### src/arb_cfg.svh
/*
 * Build-time sizes for the three-channel packet merger
 * Rotation counter width, data word width, buffer depth
 */

`ifndef ARB_CFG_SVH
`define ARB_CFG_SVH

// ##########################################################
// Arbiter rotation
// ##########################################################
`define ARB_CW 4            // Token moves every 2**ARB_CW cycles

// ##########################################################
// Datapath and buffering
// ##########################################################
`define ARB_DW 16           // Data word width
`define ARB_DEPTH_LOG2 2    // 4 entries per channel buffer

`endif

### src/arb_pkg.sv
/*
 * Shared types for the packet merger
 * Priority token state, output source number
 */

`default_nettype none

package arb_pkg;

   // ##########################################################
   // Arbiter token
   // ##########################################################
   // Each value names the channel that is favoured
   typedef enum logic [1:0] {
      TOK_R0 = 2'b00,   // Favour channel 0
      TOK_R1 = 2'b01,   // Favour channel 1
      TOK_R2 = 2'b10    // Favour channel 2, reset value
   } token_t;

   // ##########################################################
   // Merged output
   // ##########################################################
   // Channel number carried with each output word
   typedef logic [1:0] src_t;

endpackage

`default_nettype wire

### src/arb_fifo.sv
/*
 * Per-channel buffer FIFO
 * Circular store with extra-bit pointers, full and empty flags
 * Combinational head word, push and pop protocol assertions
 */

`timescale 1ns/100ps
`default_nettype none

`include "arb_cfg.svh"

module arb_fifo (
   input  wire                 clk,
   input  wire                 nreset,
   input  wire                 wr,        // Push strobe from producer
   input  wire  [`ARB_DW-1:0]  wr_data,
   output logic                full,
   input  wire                 rd,        // Pop strobe from merge stage
   output logic [`ARB_DW-1:0]  rd_data,   // Head word, valid when not empty
   output logic                empty
);

   localparam int AW    = `ARB_DEPTH_LOG2;   // Address width
   localparam int DEPTH = 1 << AW;           // Entries

   // ##########################################################
   // Storage and pointers
   // ##########################################################
   logic [`ARB_DW-1:0] mem [0:DEPTH-1];      // Word store
   logic [AW:0]        wr_ptr;               // MSB is the wrap bit
   logic [AW:0]        rd_ptr;
   logic               push;                 // Qualified write
   logic               pull;                 // Qualified read

   assign push = wr & ~full;
   assign pull = rd & ~empty;

   // Same address, wrap bits differ -> buffer holds DEPTH words
   assign full  = (wr_ptr[AW] != rd_ptr[AW]) &&
                  (wr_ptr[AW-1:0] == rd_ptr[AW-1:0]);
   assign empty = (wr_ptr == rd_ptr);

   // Write pointer
   always_ff @(posedge clk or negedge nreset) begin
      if (!nreset) begin
         wr_ptr <= '0;
      end else if (push) begin
         wr_ptr <= wr_ptr + 1'b1;
      end
   end

   // Read pointer
   always_ff @(posedge clk or negedge nreset) begin
      if (!nreset) begin
         rd_ptr <= '0;
      end else if (pull) begin
         rd_ptr <= rd_ptr + 1'b1;
      end
   end

   // Store has no reset, content only matters between pointers
   always_ff @(posedge clk) begin
      if (push) begin
         mem[wr_ptr[AW-1:0]] <= wr_data;
      end
   end

   // Head word straight from the store
   assign rd_data = mem[rd_ptr[AW-1:0]];

   // ##########################################################
   // Protocol checks
   // ##########################################################
   // Producer must hold off while the buffer is full
   a_no_write_full: assert property (
      @(posedge clk) disable iff (!nreset)
      !(wr && full)
   ) else $error("arb_fifo: write while full");

   // Merge stage pops only a buffer that holds a word
   a_no_read_empty: assert property (
      @(posedge clk) disable iff (!nreset)
      !(rd && empty)
   ) else $error("arb_fifo: read while empty");

endmodule

`default_nettype wire

### src/arb_merge.sv
/*
 * Merge stage, the consumer of the three buffers
 * Pop generation under wait, head word select, registered output
 */

`timescale 1ns/100ps
`default_nettype none

`include "arb_cfg.svh"

module arb_merge (
   input  wire                  clk,
   input  wire                  nreset,
   input  wire  [2:0]           grants,      // One-hot from arbiter
   input  wire  [2:0]           empty,       // Buffer empty flags
   input  wire  [`ARB_DW-1:0]   rd_data0,    // Head words
   input  wire  [`ARB_DW-1:0]   rd_data1,
   input  wire  [`ARB_DW-1:0]   rd_data2,
   output logic [2:0]           pop,         // One-hot or zero
   output logic                 out_access,
   output logic [`ARB_DW-1:0]   out_data,
   output arb_pkg::src_t        out_src,
   input  wire                  out_wait     // Level, holds the output
);

   logic                stall;              // Output word pending under wait
   logic [`ARB_DW-1:0]  head;               // Granted head word
   arb_pkg::src_t       head_src;           // Granted channel number

   // ##########################################################
   // Pop control
   // ##########################################################
   // Output register busy only while a word sits there and wait is high
   assign stall = out_access & out_wait;
   assign pop   = grants & ~empty & {3{~stall}};

   // Head word mux, grant is one-hot
   always_comb begin
      case (grants)
         3'b010: begin
            head     = rd_data1;
            head_src = 2'd1;
         end
         3'b100: begin
            head     = rd_data2;
            head_src = 2'd2;
         end
         default: begin
            head     = rd_data0;
            head_src = 2'd0;
         end
      endcase
   end

   // ##########################################################
   // Output stage
   // ##########################################################
   always_ff @(posedge clk or negedge nreset) begin
      if (!nreset) begin
         out_access <= 1'b0;
      end else if (!stall) begin
         out_access <= |pop;               // Drops when nothing was popped
      end
   end

   // Payload, loaded only on a pop
   always_ff @(posedge clk) begin
      if (|pop) begin
         out_data <= head;
         out_src  <= head_src;
      end
   end

   // Word under wait must not change or vanish
   a_hold_on_wait: assert property (
      @(posedge clk) disable iff (!nreset)
      (out_access && out_wait) |=>
         (out_access && $stable(out_data) && $stable(out_src))
   ) else $error("arb_merge: output changed during wait");

endmodule

`default_nettype wire

### src/arb_mux_top.sv
/*
 * Three-channel packet merger top level
 * Three buffer FIFOs, round-robin arbiter, merge stage
 */

`timescale 1ns/100ps
`default_nettype none

`include "arb_cfg.svh"

module arb_mux_top (
   input  wire                  clk,
   input  wire                  nreset,
   input  wire                  in0_write,   // Channel 0 producer
   input  wire  [`ARB_DW-1:0]   in0_data,
   output logic                 in0_full,
   input  wire                  in1_write,   // Channel 1 producer
   input  wire  [`ARB_DW-1:0]   in1_data,
   output logic                 in1_full,
   input  wire                  in2_write,   // Channel 2 producer
   input  wire  [`ARB_DW-1:0]   in2_data,
   output logic                 in2_full,
   output logic                 out_access,  // Merged output
   output logic [`ARB_DW-1:0]   out_data,
   output arb_pkg::src_t        out_src,
   input  wire                  out_wait
);

   wire [2:0]         empty;                // Buffer empty flags
   wire [2:0]         requests;             // Not-empty, to arbiter
   wire [2:0]         grants;
   wire [2:0]         pop;
   wire [`ARB_DW-1:0] rd_data0;
   wire [`ARB_DW-1:0] rd_data1;
   wire [`ARB_DW-1:0] rd_data2;

   assign requests = ~empty;

   // Channel buffers
   arb_fifo fifo0_i (
      .clk(clk), .nreset(nreset),
      .wr(in0_write), .wr_data(in0_data), .full(in0_full),
      .rd(pop[0]), .rd_data(rd_data0), .empty(empty[0])
   );

   arb_fifo fifo1_i (
      .clk(clk), .nreset(nreset),
      .wr(in1_write), .wr_data(in1_data), .full(in1_full),
      .rd(pop[1]), .rd_data(rd_data1), .empty(empty[1])
   );

   arb_fifo fifo2_i (
      .clk(clk), .nreset(nreset),
      .wr(in2_write), .wr_data(in2_data), .full(in2_full),
      .rd(pop[2]), .rd_data(rd_data2), .empty(empty[2])
   );

   arb_rr3 #(.CW(`ARB_CW)) arb_i (         // Token steps every 16 cycles
      .clk(clk), .nreset(nreset), .requests(requests), .grants(grants)
   );

   arb_merge merge_i (
      .clk(clk), .nreset(nreset), .grants(grants), .empty(empty),
      .rd_data0(rd_data0), .rd_data1(rd_data1), .rd_data2(rd_data2),
      .pop(pop), .out_access(out_access), .out_data(out_data),
      .out_src(out_src), .out_wait(out_wait)
   );

endmodule

`default_nettype wire

### src/arb_rr3.sv
/*
 * Three-port clocked round-robin arbiter
 * Free-running rotation counter and priority token FSM
 * Combinational one-hot grant, grant checks
 */

`timescale 1ns/100ps
`default_nettype none

`include "arb_cfg.svh"

module arb_rr3 #(
   parameter int CW = `ARB_CW                // Rotation counter width
) (
   input  wire        clk,
   input  wire        nreset,
   input  wire  [2:0] requests,             // Not-empty flags of the buffers
   output logic [2:0] grants                // Always exactly one-hot
);

   logic [CW-1:0]   counter;                // Free-running rotation counter
   logic            wrap;                   // Counter at all ones
   arb_pkg::token_t token;                  // Favoured channel

   // ##########################################################
   // Rotation counter
   // ##########################################################
   always_ff @(posedge clk or negedge nreset) begin
      if (!nreset) begin
         counter <= '0;
      end else begin
         counter <= counter + 1'b1;        // Wraps naturally
      end
   end

   assign wrap = &counter;

   // ##########################################################
   // Token FSM
   // ##########################################################
   // Stepped on clk, enabled on the wrap cycle
   always_ff @(posedge clk or negedge nreset) begin
      if (!nreset) begin
         token <= arb_pkg::TOK_R2;
      end else if (wrap) begin
         case (token)
            arb_pkg::TOK_R2: token <= arb_pkg::TOK_R0;
            arb_pkg::TOK_R0: token <= arb_pkg::TOK_R1;
            default:         token <= arb_pkg::TOK_R2;   // R1 and unused code
         endcase
      end
   end

   // ##########################################################
   // Grant selection
   // ##########################################################
   // Favoured channel first, then fixed fallback order
   // No request at all -> favoured channel still granted
   always_comb begin
      case (token)
         arb_pkg::TOK_R2: begin
            if (requests[2])      grants = 3'b100;
            else if (requests[0]) grants = 3'b001;
            else if (requests[1]) grants = 3'b010;
            else                  grants = 3'b100;
         end
         arb_pkg::TOK_R1: begin
            if (requests[1])      grants = 3'b010;
            else if (requests[2]) grants = 3'b100;
            else if (requests[0]) grants = 3'b001;
            else                  grants = 3'b010;
         end
         default: begin                     // TOK_R0
            if (requests[0])      grants = 3'b001;
            else if (requests[1]) grants = 3'b010;
            else if (requests[2]) grants = 3'b100;
            else                  grants = 3'b001;
         end
      endcase
   end

   // ##########################################################
   // Checks
   // ##########################################################
   a_grant_onehot: assert property (
      @(posedge clk) disable iff (!nreset)
      $onehot(grants)
   ) else $error("arb_rr3: grant not one-hot");

   // Any pending buffer means the grant lands on a requester
   a_grant_requested: assert property (
      @(posedge clk) disable iff (!nreset)
      (|requests) |-> (|(grants & requests))
   ) else $error("arb_rr3: grant to idle channel");

endmodule

`default_nettype wire

### config.mk
export PLATFORM = sky130hd
export DESIGN_NAME = arb_mux_top
export DESIGN_NICKNAME = d
export VERILOG_FILES = /design/src/arb_pkg.sv /design/src/arb_fifo.sv /design/src/arb_merge.sv /design/src/arb_mux_top.sv /design/src/arb_rr3.sv
export VERILOG_INCLUDE_DIRS = /design/src
export SDC_FILE = /design/constraint.sdc
export NUM_CORES = 1
export LEC_CHECK = 0
export ABC_CLOCK_PERIOD_IN_PS = 5800
export BUFFER_PORTS_ARGS = -buffer_cell sky130_fd_sc_hd__buf_2
export CAP_MARGIN = 10
export CORE_UTILIZATION = 25
export CTS_CLUSTER_DIAMETER = 100
export DETAILED_ROUTE_END_ITERATION = 8
export PLACE_DENSITY = 0.44
export SLEW_MARGIN = 20
export SYNTH_ARGS = -nofsm -noshare
export SYNTH_HDL_FRONTEND = slang
export SYNTH_SLANG_ARGS = --single-unit
### constraint.sdc
create_clock -name clk -period 5.8 [get_ports clk]
set_input_delay 1.16 -clock clk [delete_from_list [all_inputs] [get_ports clk]]
set_output_delay 1.16 -clock clk [all_outputs]
set_load 0.005 [all_outputs]
Word level (Yosys, flattened, before mapping)
Memories as Yosys holds them, arrays and structs flattened.
Cells that the tools add are included.
{"block": "word_totals", "register_bits": 43, "mem_bits_rw": 192, "inputBits": 54, "output_inout_bits": 22, "wordCells": 76, "memories": 3}
{"memory": "fifo0_i.mem", "words": 4, "word_bits": 16, "read_ports": 1, "rd_ports_with_merged_regs": 0, "write_ports": 1, "line_no": "arb_fifo.sv:29", "source": "logic [`ARB_DW-1:0] mem [0:DEPTH-1];"}
{"memory": "fifo1_i.mem", "words": 4, "word_bits": 16, "read_ports": 1, "rd_ports_with_merged_regs": 0, "write_ports": 1, "line_no": "arb_fifo.sv:29"}
{"memory": "fifo2_i.mem", "words": 4, "word_bits": 16, "read_ports": 1, "rd_ports_with_merged_regs": 0, "write_ports": 1, "line_no": "arb_fifo.sv:29"}
{"block": "op_classes", "add_sub_neg": 7, "n_eq_ne": 13, "muxes": 19, "n_bitwise": 17, "reduce_logical": 6}
{"cell": "$pmux 16 s2", "n": 1}
{"cell": "$mux 3", "n": 8}
{"cell": "$add 3x1->3 const B", "n": 6}
{"cell": "$eq 3x3->1", "n": 3}
{"cell": "$pmux 2 s2", "n": 2}
{"cell": "$and 1x1->1", "n": 7}
{"cell": "$not 1->1", "n": 7}
{"cell": "$and 3x3->3", "n": 2}
{"cell": "$eq 2x2->1", "n": 3}
{"cell": "$mux 1", "n": 6}
{"cell": "$pmux 3 s2", "n": 1}
{"cell": "$add 4x1->4 const B", "n": 1}
{"cell": "$reduce_and 4->1", "n": 1}
{"cell": "$eq 3x2->1 const B", "n": 1}
{"cell": "$eq 3x3->1 const B", "n": 1}
{"cell": "$logic_and 1x1->1", "n": 3}
{"cell": "$ne 1x1->1", "n": 3}
{"cell": "$not 3->3", "n": 1}
{"cell": "$reduce_or 3->1", "n": 1}
{"cell": "$eq 2x1->1 const B", "n": 1}
{"cell": "$eq 2x2->1 const B", "n": 1}
{"cell": "$logic_not 2->1", "n": 1}
{"cell": "$mux 2", "n": 1}

Logic depth before layout (Yosys ltp)
{"block": "depth", "ltp_word": 9, "mapped_depth": 10, "depth_no_buf": 8}

By module
A second synthesis with hierarchy kept.
{"block": "hier_totals", "hier_cells": 505, "area_unflattened_um2": 9909.5}
{"module": "arb_fifo", "n_inst": 3, "cells_per_inst": 132, "area_per_inst_um2": 2829.0, "seq_area_each_um2": 2072.0}
{"module": "arb_merge", "n_inst": 1, "cells_per_inst": 73, "area_per_inst_um2": 1048.5, "seq_area_each_um2": 565.5}
{"module": "arb_rr3", "n_inst": 1, "cells_per_inst": 33, "area_per_inst_um2": 362.8, "seq_area_each_um2": 151.4}
{"module": "arb_mux_top", "n_inst": 1, "cells_per_inst": 3, "area_per_inst_um2": 11.3, "seq_area_each_um2": 0.0}

Worst setup path after synthesis
No wires, ideal clock.
{"block": "synth_timing", "path_kind": "flip-flop to flip-flop", "start": "reg arb_i.token[1]", "end": "reg merge_i.out_data[0], enable pin", "setup_time_ns": 0.434, "t_arrival_ns": 2.446, "t_required_ns": 5.366, "path_slack_ns": 2.919, "stages_incl_launch_ff": 10, "n_path_buf": 1, "synth_period_minus_slack_ns": 2.881, "path_cell_list": "dfstp_2 > inv_1 > ha_1 > and2_1 > and4_1 > a21oi_4 > nand2_8 > buf_6 > nand3b_1 > nand3_1"}
{"block": "synth_via", "elab_chain_cells": 5, "elab_cells_between_ends": 6, "classes_between": "eq/ne (2); mux (1); bitwise (2); reduce/logical (1)"}
{"element": "start: declaration", "line_no": "arb_rr3.sv:23", "source": "arb_pkg::token_t token;"}
{"element": "start signal: assignment", "line_no": "arb_rr3.sv:44", "source": "token <= arb_pkg::TOK_R2;"}
{"element": "start signal: assignment", "line_no": "arb_rr3.sv:47", "source": "arb_pkg::TOK_R2: token <= arb_pkg::TOK_R0;"}
{"element": "start signal: assignment", "line_no": "arb_rr3.sv:48", "source": "arb_pkg::TOK_R0: token <= arb_pkg::TOK_R1;"}
{"element": "$eq 2x1->1 / $eq 2x2->1 (equally long branches)", "line_no": "arb_rr3.sv:60", "source": "case (token)"}
{"element": "$pmux 3 s2 (*)", "line_no": "arb_rr3.sv:60"}
{"element": "$and 3x3->3 (*) (2 in a row)", "line_no": "arb_merge.sv:35", "source": "assign pop = grants & ~empty & {3{~stall}};"}
{"element": "$reduce_or 3->1 (*)", "line_no": "arb_merge.sv:68", "source": "if (|pop) begin"}
{"element": "end signal: assignment", "line_no": "arb_merge.sv:69", "source": "out_data <= head;"}
{"element": "end: declaration", "line_no": "arb_merge.sv:21", "source": "output logic [`ARB_DW-1:0] out_data,"}
Mark *: on every way between the ends. The rest lies on a longest branch, timed or not.
A chain may end at the register's enable or synchronous reset.

Final worst setup path
{"block": "layout_timing", "start": "reg fifo1_i.rd_ptr[1]", "end": "reg merge_i.out_data[15], enable pin"}
{"block": "layout_via", "elab_chain_cells": 9, "elab_cells_between_ends": 12, "classes_between": "eq/ne (1); mux (7); bitwise (3); reduce/logical (1)"}
{"element": "start: declaration", "line_no": "arb_fifo.sv:31", "source": "logic [AW:0] rd_ptr;"}
{"element": "start signal: assignment", "line_no": "arb_fifo.sv:57", "source": "rd_ptr <= rd_ptr + 1'b1;"}
{"element": "$eq 3x3->1 (*)", "line_no": "arb_fifo.sv:41", "source": "assign empty = (wr_ptr == rd_ptr);"}
{"element": "$not 3->3 (*)", "line_no": "arb_merge.sv:35, arb_mux_top.sv:37"}
{"element": "$mux 3", "line_no": "arb_rr3.sv:64", "source": "else if (requests[1]) grants = 3'b010;"}
{"element": "$mux 3", "line_no": "arb_rr3.sv:63", "source": "else if (requests[0]) grants = 3'b001;"}
{"element": "$mux 3", "line_no": "arb_rr3.sv:62", "source": "if (requests[2]) grants = 3'b100;"}
{"element": "$pmux 3 s2", "line_no": "arb_rr3.sv:60"}
{"element": "$and 3x3->3 (*) (2 in a row)", "line_no": "arb_merge.sv:35"}
{"element": "$reduce_or 3->1 (*)", "line_no": "arb_merge.sv:68"}
Marks and branches as above.

==> reports/qor.txt <==
status = finished clean
DRT Pass-1 Iters = 5
setup TNS = 0 ps
Required @ worst endpoint = 5820 ps
Worst VDD drop = 0.267 mV
worst clock skew = 24.8 ps
Port Buffers = 75
RSZ-0062 raised after global routing = no
clk buf depth = 3
Hold Crit Class = flop to flop
clock-pin slew of the registers on the worst-case setup and hold paths = 60 ps
CTS tree = yes
Iter 0 DRT Violations = 357
vias in the first global route = 5520
cell leakage power = 0.00418 uW
layout cells sized above 1 = 0.301
DRC viols = 0
crit-path max FO = 19
I/O Pins = 76
synthesized area = 10300 sq um
Root Buffer = clkbuf_16
Post-synth top flop = edfxtp_1
area of the multi-input gates = 3020 sq um
wire per inst = 18.9 microns
mean post-synth cell area = 17.1 sq um
#FFs+latches synth = 235
Core ar. = 40200 sq um
mux share of post-synthesis cell area = 0.108
cell taking the most area after synthesis = edfxtp_1
Critical Path Source Type = flop
first-pass GRT wire length = 35.0 mm
main combinational cell family by area after synthesis = multiplexers
Compound-Gate Fraction of Synth Area = 0.0910
Slew Limit Headroom = 0.339
dominant cells by area after synthesis = edfxtp_1 (61%), mux4_2 (7.0%), dfrtp_1 (5.8%)
postcts setup bufs = 0
Comb pwr share = 0.373
Cells after Synth = 603
post-synth cell types = 50
total global routing overflow = 0
Reg power frac = 0.387
Final period util = 0.670
critical path endpoint category = flop
Synth Area in Adders = 0.0243
fin. max-slew vios = 0
YS warnings = 0
row count = 73
Die ar. = 42000 sq um
Yosys top cell area share = 0.612
Cell Area, Placed = 11100 sq um
sw frac = 0.358
critical path type = flop to flop
P_sw = 2430 uW
Worst-Skew Late Latency = 550 ps
Int Power = 4360 uW
final hold viol count = 0
initial antenna violation count = 1
Post-synth EDFFs = 210
min Tclk post-route = 3880 ps
arrival time worst endpoint = 3900 ps
Placer Congestion = 0.747
Num CTS Buffers = 27
Via Count = 5416
Register Area = 6930 sq um
# hold bufs at CTS = 0
die height = 205 microns
Layout fillers = 4032
Total GRT Usage = 0.112
f_max = 257 MHz
cts repair resizes = 0
CTS H-tree lvls = 1
Post-Synth XOR/XNOR Area = 0.0239
P per Cell Area = 568 nW/um^2
post-route cell area = 12000 sq um
fin nets = 750
Seq/Total Area, Yosys = 0.673
max-cap violations = 0
via density per instance = 4.44
Detail Placement HPWL = 15.3 mm
final wirelength = 23.1 mm
# clock sinks = 235
Clock Power Share = 0.240
largest net degree at the start of global routing = 37
ys async rst share = 0.106
die width = 205 microns
# diodes = 0
Synth Area in Simple Gates = 0.0464
Starting Density = 0.256
Final ANT Viol Nets = 0
syn nets = 677
Least-Margin Pin Slew = 992 ps
synthesis-to-layout area growth = 16.2%
final setup fails = 0
-- path summary, 6_finish.rpt --
kind | cells past startpoint | endpoint | slack, ps | from
max in group asynchronous | 1 | fifo2_i.rd_ptr[2]$_DFFE_PN0P_ | 4780 | nreset
max | 6 | merge_i.out_data[15]$_DFFE_PP_ | 1920 | fifo1_i.rd_ptr[1]$_DFFE_PN0P_
max reg2reg | 6 | merge_i.out_data[15]$_DFFE_PP_ | 1920 | fifo1_i.rd_ptr[1]$_DFFE_PN0P_
min reg2reg | 1 | arb_i.counter[0]$_DFF_PN0_ | 440 | arb_i.counter[0]$_DFF_PN0_
min in group asynchronous | 1 | fifo0_i.wr_ptr[2]$_DFFE_PN0P_ | 620 | nreset
min | 1 | arb_i.counter[0]$_DFF_PN0_ | 440 | arb_i.counter[0]$_DFF_PN0_
-- critical path: stages (launching register included) --
cell      delay (ps)
dfrtp_1          950
xnor2_2          240
and3_1           400
a211o_1          650
nand2_8          260
nand3b_1         190
nand3_1          670
-- state kept, by name (all words and copies together), names as in the netlist --
| signal | cells |
|---|---|
| merge_i.out_src | 2 |
| fifo2_i.rd_ptr | 3 |
| fifo0_i.mem | 64 |
| fifo1_i.rd_ptr | 3 |
| arb_i.counter | 4 |
| fifo1_i.wr_ptr | 3 |
| merge_i.out_data | 16 |
| arb_i.token | 2 |
| fifo0_i.wr_ptr | 3 |
| fifo2_i.wr_ptr | 3 |
| fifo0_i.rd_ptr | 3 |
| fifo1_i.mem | 64 |
| merge_i.out_access | 1 |
| fifo2_i.mem | 64 |
-- layer usage --
metal	wire [microns]	vias to the layer above	global-route usage
li1	-	2523	-
met1	10500	2751	0.150
met2	11200	96	0.182
met3	889	44	0.0194
met4	550	2	0.0352
met5	13	-	0
-- cells in the mapped netlist, drive strengths merged, types with 16 or more instances --
master,instances
a21oi,18
a221oi,17
buf,24
dfrtp,24
edfxtp,210
ha,20
inv,26
mux2,20
mux2i,16
mux4,32
nand2,28
nand3,24
o2111ai,16
o21ai,35
o31ai,17
xnor2,18
-- power groups by stage --
stage	sequential (uW)	clock [uW]	combinational, uW
final	2630	1630	2540
after global routing	2680	1730	2800
after global placement	2670	0	2590
after CTS	2650	1680	2600
after detailed placement	2680	0	2590
after floorplan	2560	0	2000
-- per-stage QoR --
step | hold slack (ps) | utilization | worst slack, ps | instances | total power, uW
2_1_floorplan | 421 | - | 2920 | 603 | 4560
3_3_place_gp | 448 | 0.277 | 1950 | 1172 | 5260
3_5_place_dp | 443 | 0.277 | 1880 | 1172 | 5270
4_1_cts | 451 | 0.298 | 1870 | 1220 | 6920
5_1_grt | 497 | 0.298 | 1590 | 1220 | 7220
6_report | 444 | 0.298 | 1920 | 1220 | 6800
-- layout make-up --
cell class,instances,share of cell area
Sequential cell,235,0.579
Clock buffer,37,0.0596
Clock inverter,11,0.0104
Multi-Input combinational cell,305,0.253
Inverter,26,0.00816
Tap cell,525,0.0549
Timing Repair Buffer,81,0.0351
-- cell usage in the layout, fill, tap and decap left out, types with 4 or more instances in the layout --
cell type / n
edfxtp_1: 210
buf_2: 75
o21ai_0: 35
mux4_2: 32
clkbuf_16: 27
inv_1: 26
nand2_1: 26
dfrtp_1: 24
nand3_1: 22
ha_1: 20
mux2_2: 19
a21oi_1: 17
mux2i_1: 16
o2111ai_1: 16
and2_1: 13
xnor2_1: 12
o31ai_2: 12
a221oi_2: 12
clkbuf_1: 10
xnor2_2: 6
nand4_1: 6
buf_4: 6
o31ai_1: 5
xor2_1: 5
clkinv_2: 5
nor2b_1: 4
a221oi_1: 4
-- logic make-up (layout without fill, tap and decap cells) --
logic type	count (synthesis)	count (layout)
buffers and inverters	63	155
and+or+nand+nor	84	84
DFF	235	235
xor gates and xnor gates	23	23
adders and majority gates	20	20
AOI/OAI and AO/OA	110	110
muxes	68	68
No activity file was read; power rests on OpenSTA's default activity.
